<file path="config.mk">
export PLATFORM = sky130hd
export DESIGN_NAME = miniRvCore
export DESIGN_NICKNAME = d
export VERILOG_FILES = /design/src/verilog/corePkg.sv /design/src/verilog/busControl.sv /design/src/verilog/instrExec.sv /design/src/verilog/miniRvCore.sv /design/src/verilog/regFile.sv
export SDC_FILE = /design/constraint.sdc
export NUM_CORES = 2
export LEC_CHECK = 0
export ABC_CLOCK_PERIOD_IN_PS = 5580
export BUFFER_PORTS_ARGS = -buffer_cell sky130_fd_sc_hd__buf_4
export CORE_ASPECT_RATIO = 0.8
export CORE_MARGIN = 1.5
export CORE_UTILIZATION = 40
export CTS_CLUSTER_DIAMETER = 80
export DETAILED_ROUTE_END_ITERATION = 8
export PLACE_DENSITY = 0.64
export RECOVER_POWER = 100
export SLEW_MARGIN = 20
export SYNTH_ARGS = -nofsm -noshare
export SYNTH_HDL_FRONTEND = slang
export SYNTH_SLANG_ARGS = --single-unit
</file>
<file path="constraint.sdc">
create_clock -name clk -period 5.58 [get_ports clk]
set_input_delay 0.837 -clock clk [delete_from_list [all_inputs] [get_ports clk]]
set_output_delay 0.837 -clock clk [all_outputs]
set_load 0.01 [all_outputs]
</file>
<file path="src/verilog/corePkg.sv">
`default_nettype none

package corePkg;

   // data path and address width
   localparam int xlen = 32;

   // register index width, 32 registers
   localparam int regAddrW = 5;

   // 7-bit opcode field, anything else runs as a no-op
   typedef enum logic [6:0] {
      opLui   = 7'b0110111,
      opAdd   = 7'b0110011,
      opStore = 7'b0100011
   } opcode_t;

   // sequencer states
   typedef enum logic [1:0] {
      sIdle,
      sFetch,
      sExec,
      sStore
   } busState_t;

endpackage

`default_nettype wire

</file>
<file path="src/verilog/busControl.sv">
`default_nettype none

module busControl
   import corePkg::*;
#(
   parameter logic [xlen-1:0] resetPc = '0
) (
   input  logic            clk,
   input  logic            rstn,
   input  logic            runEn,
   input  logic            busValid,
   input  logic [xlen-1:0] busData,
   input  logic            isStore,
   input  logic [xlen-1:0] storeAddr,
   input  logic [xlen-1:0] storeValue,
   output logic            busReq,
   output logic            busWrite,
   output logic [xlen-1:0] busAddr,
   output logic [xlen-1:0] storeData,
   output logic [xlen-1:0] instr,
   output logic            execStrobe
);

   busState_t       state;
   logic [xlen-1:0] pc;

   logic            startFetch;
   logic            fetchDone;
   logic            startStore;
   logic            storeDone;

   // phase boundaries
   assign startFetch = (state == sIdle) && runEn;
   assign fetchDone  = (state == sFetch) && busValid;
   assign startStore = (state == sExec) && isStore;
   assign storeDone  = (state == sStore) && busValid;

   // exactly one cycle per fetched instruction
   assign execStrobe = (state == sExec);

   always_ff @(posedge clk) begin
      if (!rstn) begin
         state    <= sIdle;
         busReq   <= 1'b0;
         busWrite <= 1'b0;
         pc       <= resetPc;
      end
      else begin
         case (state)
            sIdle: begin
               if (startFetch) begin
                  state  <= sFetch;
                  busReq <= 1'b1;
               end
            end
            sFetch: begin
               if (fetchDone) begin
                  state  <= sExec;
                  busReq <= 1'b0;
                  pc     <= pc + 1'b1;
               end
            end
            sExec: begin
               if (startStore) begin
                  state    <= sStore;
                  busReq   <= 1'b1;
                  busWrite <= 1'b1;
               end
               else begin
                  state <= sIdle;
               end
            end
            sStore: begin
               if (storeDone) begin
                  state    <= sIdle;
                  busReq   <= 1'b0;
                  busWrite <= 1'b0;
               end
            end
            default: begin
               state <= sIdle;
            end
         endcase
      end
   end

   // bus payload, held for the whole request
   always_ff @(posedge clk) begin
      if (startFetch) begin
         busAddr <= pc;
      end
      else if (startStore) begin
         busAddr <= storeAddr;
      end
   end

   // store value latched here since the register file may change under it
   always_ff @(posedge clk) begin
      if (startStore) begin
         storeData <= storeValue;
      end
   end

   always_ff @(posedge clk) begin
      if (fetchDone) begin
         instr <= busData;
      end
   end

endmodule

`default_nettype wire

</file>
<file path="src/verilog/instrExec.sv">
`default_nettype none

module instrExec
   import corePkg::*;
(
   input  logic [xlen-1:0]     instr,
   input  logic                execStrobe,
   input  logic [xlen-1:0]     rs1Data,
   input  logic [xlen-1:0]     rs2Data,
   output logic [regAddrW-1:0] rs1Addr,
   output logic [regAddrW-1:0] rs2Addr,
   output logic                wrEn,
   output logic [regAddrW-1:0] wrAddr,
   output logic [xlen-1:0]     wrData,
   output logic                isStore,
   output logic [xlen-1:0]     storeAddr,
   output logic [xlen-1:0]     storeValue
);

   opcode_t             opcode;
   logic [regAddrW-1:0] rdField;
   logic [xlen-1:0]     uImm;
   logic [xlen-1:0]     sImm;

   logic                isLui;
   logic                isAdd;
   logic                isSw;

   logic [xlen-1:0]     aluB;
   logic [xlen-1:0]     aluOut;

   // field extraction
   assign opcode  = opcode_t'(instr[6:0]);
   assign rdField = instr[11:7];
   assign rs1Addr = instr[19:15];
   assign rs2Addr = instr[24:20];

   // U-type immediate goes to the upper 20 bits
   assign uImm = {instr[31:12], 12'b0};

   // S-type immediate, split field, sign extended
   assign sImm = {{(xlen - 12){instr[31]}}, instr[31:25], instr[11:7]};

   always_comb begin
      isLui = 1'b0;
      isAdd = 1'b0;
      isSw  = 1'b0;
      case (opcode)
         opLui: begin
            isLui = 1'b1;
         end
         opAdd: begin
            isAdd = 1'b1;
         end
         opStore: begin
            isSw = 1'b1;
         end
         default: begin
            // unknown opcode, no-op
            isLui = 1'b0;
         end
      endcase
   end

   // one adder shared by ADD and the store address
   assign aluB   = isSw ? sImm : rs2Data;
   assign aluOut = rs1Data + aluB;

   // register write, committed at the end of the strobe cycle
   assign wrEn   = execStrobe && (isLui || isAdd);
   assign wrAddr = rdField;

   always_comb begin
      if (isLui) begin
         wrData = uImm;
      end
      else begin
         wrData = aluOut;
      end
   end

   // store request towards the sequencer
   assign isStore    = execStrobe && isSw;
   assign storeAddr  = aluOut;
   assign storeValue = rs2Data;

endmodule

`default_nettype wire

</file>
<file path="src/verilog/miniRvCore.sv">
`default_nettype none

module miniRvCore
   import corePkg::*;
#(
   parameter logic [xlen-1:0] resetPc = '0
) (
   input  logic            clk,
   input  logic            rstn,
   input  logic            runEn,
   input  logic            busValid,
   input  logic [xlen-1:0] busData,
   output logic            busReq,
   output logic            busWrite,
   output logic [xlen-1:0] busAddr,
   output logic [xlen-1:0] storeData
);

   logic [xlen-1:0]     instr;
   logic                execStrobe;
   logic                isStore;
   logic [xlen-1:0]     storeAddr;
   logic [xlen-1:0]     storeValue;

   logic [regAddrW-1:0] rs1Addr;
   logic [regAddrW-1:0] rs2Addr;
   logic [xlen-1:0]     rs1Data;
   logic [xlen-1:0]     rs2Data;
   logic                wrEn;
   logic [regAddrW-1:0] wrAddr;
   logic [xlen-1:0]     wrData;

   busControl #(.resetPc(resetPc)) busControl0 (
      .clk        (clk),
      .rstn       (rstn),
      .runEn      (runEn),
      .busValid   (busValid),
      .busData    (busData),
      .isStore    (isStore),
      .storeAddr  (storeAddr),
      .storeValue (storeValue),
      .busReq     (busReq),
      .busWrite   (busWrite),
      .busAddr    (busAddr),
      .storeData  (storeData),
      .instr      (instr),
      .execStrobe (execStrobe)
   );

   instrExec instrExec0 (
      .instr      (instr),
      .execStrobe (execStrobe),
      .rs1Data    (rs1Data),
      .rs2Data    (rs2Data),
      .rs1Addr    (rs1Addr),
      .rs2Addr    (rs2Addr),
      .wrEn       (wrEn),
      .wrAddr     (wrAddr),
      .wrData     (wrData),
      .isStore    (isStore),
      .storeAddr  (storeAddr),
      .storeValue (storeValue)
   );

   regFile regFile0 (
      .clk     (clk),
      .rstn    (rstn),
      .rs1Addr (rs1Addr),
      .rs2Addr (rs2Addr),
      .wrEn    (wrEn),
      .wrAddr  (wrAddr),
      .wrData  (wrData),
      .rs1Data (rs1Data),
      .rs2Data (rs2Data)
   );

endmodule

`default_nettype wire

</file>
<file path="src/verilog/regFile.sv">
`default_nettype none

module regFile
   import corePkg::*;
(
   input  logic                clk,
   input  logic                rstn,
   input  logic [regAddrW-1:0] rs1Addr,
   input  logic [regAddrW-1:0] rs2Addr,
   input  logic                wrEn,
   input  logic [regAddrW-1:0] wrAddr,
   input  logic [xlen-1:0]     wrData,
   output logic [xlen-1:0]     rs1Data,
   output logic [xlen-1:0]     rs2Data
);

   localparam int numRegs = 1 << regAddrW;

   logic [xlen-1:0] regs [numRegs];

   logic            wrAllowed;

   // x0 is never written, so it keeps its reset value of zero
   assign wrAllowed = wrEn && (wrAddr != '0);

   always_ff @(posedge clk) begin
      if (!rstn) begin
         for (int i = 0; i < numRegs; i++) begin
            regs[i] <= '0;
         end
      end
      else begin
         if (wrAllowed) begin
            regs[wrAddr] <= wrData;
         end
      end
   end

   // combinational read ports
   assign rs1Data = regs[rs1Addr];
   assign rs2Data = regs[rs2Addr];

endmodule

`default_nettype wire
</file>
==> impl_metrics.json <==
{
  "status": "complete, but fails checks",
  "violations": "max-capacitance violations, max-slew violations, negative setup slack",
  "slew_headroom": -1.39,
  "slowest_delay_ns": 0.54,
  "fin_hold_ws_ns": 0.294,
  "ys_ff_latch": 1166,
  "dp_hpwl_um": 127000,
  "cts_tree": "yes",
  "max_freq_ghz": 0.178,
  "drc": 0,
  "fin_crit_ns": 5.61,
  "cts.htree.levels": 3,
  "setup_viol": 43,
  "postCtsHoldBufs": 0,
  "yosys.area_share.xor_xnor": 0.00726,
  "via_count": 39700,
  "initial_utilization": 0.405,
  "syn-cell-area_sq_um": 59100,
  "drtAntennaViolNets": 0,
  "yosys-top-cells-area": "edfxtp_1 (57%), mux4_2 (24%), nor2_1 (6.2%)",
  "path_clk_slew_ns": 0.07,
  "ys_types": 62,
  "yosys.area_share.simple": 0.0909,
  "drt-total-wl_um": 213000,
  "powerDensity_nw_per_um2": 351,
  "cts_buffer_depth": 3,
  "slew_violations": 68,
  "worstMarginPinSlew_ns": 3.59,
  "die_h_um": 347,
  "yosys.area.top_type_share": 0.569,
  "grt_max_degree": 49,
  "path_cells": "buf_12 -> buf_12 -> buf_16 -> mux4_2 -> mux4_2 -> mux2_2 -> mux2_2 -> ha_1 -> o21ai_1 -> o21ai_1 -> nor4b_1 -> buf_4 -> nor4_4 -> buf_4 -> nor3_1 -> nor2_1 -> xnor2_1 -> mux2i_2 -> buf_12 -> nor2_1",
  "antenna_found_initial": 10,
  "final.setup_skew_ns": 0.0290,
  "synth_compound_area_frac": 0.0179,
  "synth_ff_type": "edfxtp_1",
  "drtIter0Drc": 6656,
  "numCtsBuffers": 114,
  "portBuffers": 101,
  "peakVddDrop_mv": 0.253,
  "fp.dieW_um": 433,
  "clock_latency_ns": 0.75,
  "syn_inst": 3903,
  "muxShareOfSynthArea": 0.266,
  "grt_overflow_total": 0,
  "core_area_sq_um": 146000,
  "cp_max_fo": 31,
  "areaGrowthSynthToFinish_pct": 15.3,
  "grt_pass1_vias": 37500,
  "finalCritPeriodShare": 1.01,
  "endpoint_kind": "flop",
  "synth-edff-count": 1120,
  "cp_data_required_time_ns": 6.02,
  "ys_seq_area_frac": 0.585,
  "p_leak_nw": 23.7,
  "async_flop_share": 0,
  "crit_top_cell": "buf_12",
  "path_buf_inv": 6,
  "hold_viol": 0,
  "final_core_util": 0.467,
  "synthAdderAreaFrac": 0.00712,
  "die_area_sq_um": 150000,
  "yosys_warnings": 0,
  "grt_pass1_wl_um": 291000,
  "synth_top_family_by_area": "multiplexers",
  "row_count": 125,
  "placed_cells": 5892,
  "post_drt_wl_per_cell_um": 34.8,
  "hold_path.class": "in -> reg",
  "cts_sinks": 1166,
  "crit_type": "reg -> reg",
  "worst_slack_ns": -0.0283,
  "critPathSlowestCell": "mux4_2",
  "num_io_pins": 102,
  "crit_path_start_kind": "flop",
  "synth_top_area_cell": "edfxtp_1",
  "syn_area_per_cell_sq_um": 15.1,
  "tns_ns": -0.404,
  "fin_nets": 4127,
  "place_congestion": 0.977,
  "layout.cells.non_filler": 6128,
  "dr.pass1.iters": 7,
  "rsz0062_at_grt": "yes",
  "cap_viol_max_count": 2,
  "grt_use_total": 0.280,
  "cp.arrival_ns": 6.05,
  "post-layout-total-power_mw": 23.9,
  "root_buffer": "clkbuf_16",
  "critical-path-top-delay-family": "multiplexers",
  "viasPerCell": 6.47,
  "drive_gt1_frac": 0.335
}
## cell usage after synthesis, types with 15 or more instances
cell type / count
edfxtp_1: 1120
nor2_1: 977
mux4_2: 637
clkbuf_1: 311
nand2_1: 176
mux2_2: 106
a21oi_1: 70
buf_1: 48
dfxtp_1: 46
nor3_1: 40
ha_1: 32
nand3_1: 31
nor2_2: 30
o21ai_0: 28
xor2_1: 26
xnor2_1: 23
buf_2: 20
a21o_1: 16
and3_1: 15
mux2i_1: 15
## through the flow
stage	setup slack, ns	area (sq um)
5_1_grt	-0.0989	68100
3_5_place_dp	-0.158	64100
4_1_cts	0.0234	67900
3_3_place_gp	-0.0835	64100
2_1_floorplan	0.000715	59200
6_report	-0.0283	68100
## kinds of logic after synthesis
logic type,Yosys count
DFF,1166
AOI/OAI and AO/OA,172
other,1
and+or+nand+nor,1328
xor gates and xnor gates,49
muxes,759
adders and majority gates,33
buffers and inverters,395
## per-layer routing
metal,vias to the layer above,part of all wire,GRT usage
met4,14,0.042,0.101
met3,469,0.17,0.115
met5,-,0.00046,0
li1,15300,-,-
met1,20600,0.36,0.387
met2,3267,0.42,0.397
## worst paths after layout
kind / slack, ns / start / cells after the start / endpoint
worst min-delay path: 0.29 / busData[10] / 1 / busControl0.instr[10]$_DFFE_PP_
worst max register to register: -0.03 / flop / 20 / regFile0.regs[24][17]$_SDFFCE_PN0P_
worst min register to register: 0.50 / busControl0.busWrite$_SDFFE_PN0P_ / 2 / busControl0.busWrite$_SDFFE_PN0P_
worst max-delay path: -0.03 / flop / 20 / regFile0.regs[24][17]$_SDFFCE_PN0P_
## what timing repair did
item / 4_1_cts / 5_1_grt
gates resized for setup: 3 / 44
pin swaps: 0 / 2
cloned: 0 / 6
endpoints found under the setup margin: 115 / 517
buffers inserted: 0 / 11
## layout make-up
cell class                      count  area [sq um]
Antenna cell                        3          7.51
Fill cell                       12500         77800
Tap cell                         1968          2460
Sequential cell                  1166         34600
Clock buffer                      150          3100
Multi-Input combinational cell   2373         23500
Inverter                           12          46.3
Clock inverter                     65           612
Timing Repair Buffer              391          3770
## layout by cell type, fill, tap and decap left out, types with 25 or more instances in the layout
cell type and n:
a21oi_1 63, buf_12 64, buf_4 218, clkbuf_1 91, clkbuf_16 124, clkbuf_4 29
conb_1 32, dfxtp_1 36, edfxtp_1 1120, ha_1 27, mux2_2 102, mux4_2 637
nand2_1 112, nand2_2 64, nand3_1 30, nor2_1 975, nor2_2 31, nor3_1 39
xor2_1 25
## power breakdown
group	switching, mW	internal (mW)	leakage (nW)
Clock	3.45	4.41	1.82
Sequential	0.231	9.95	11.8
Combinational	3.70	2.16	10.0
## flip-flops by register name, summed over array words and instances (netlist names), named ones only
| name | count |
|---|---|
| regFile0.regs | 1024 |
| busControl0.busAddr | 32 |
| busControl0.instr | 32 |
| busControl0.pc | 32 |
| busControl0.storeData | 32 |
| busControl0.state | 2 |
| busControl0.busReq | 1 |
| busControl0.busWrite | 1 |
Note: power is estimated with default switching activity, not from simulation.
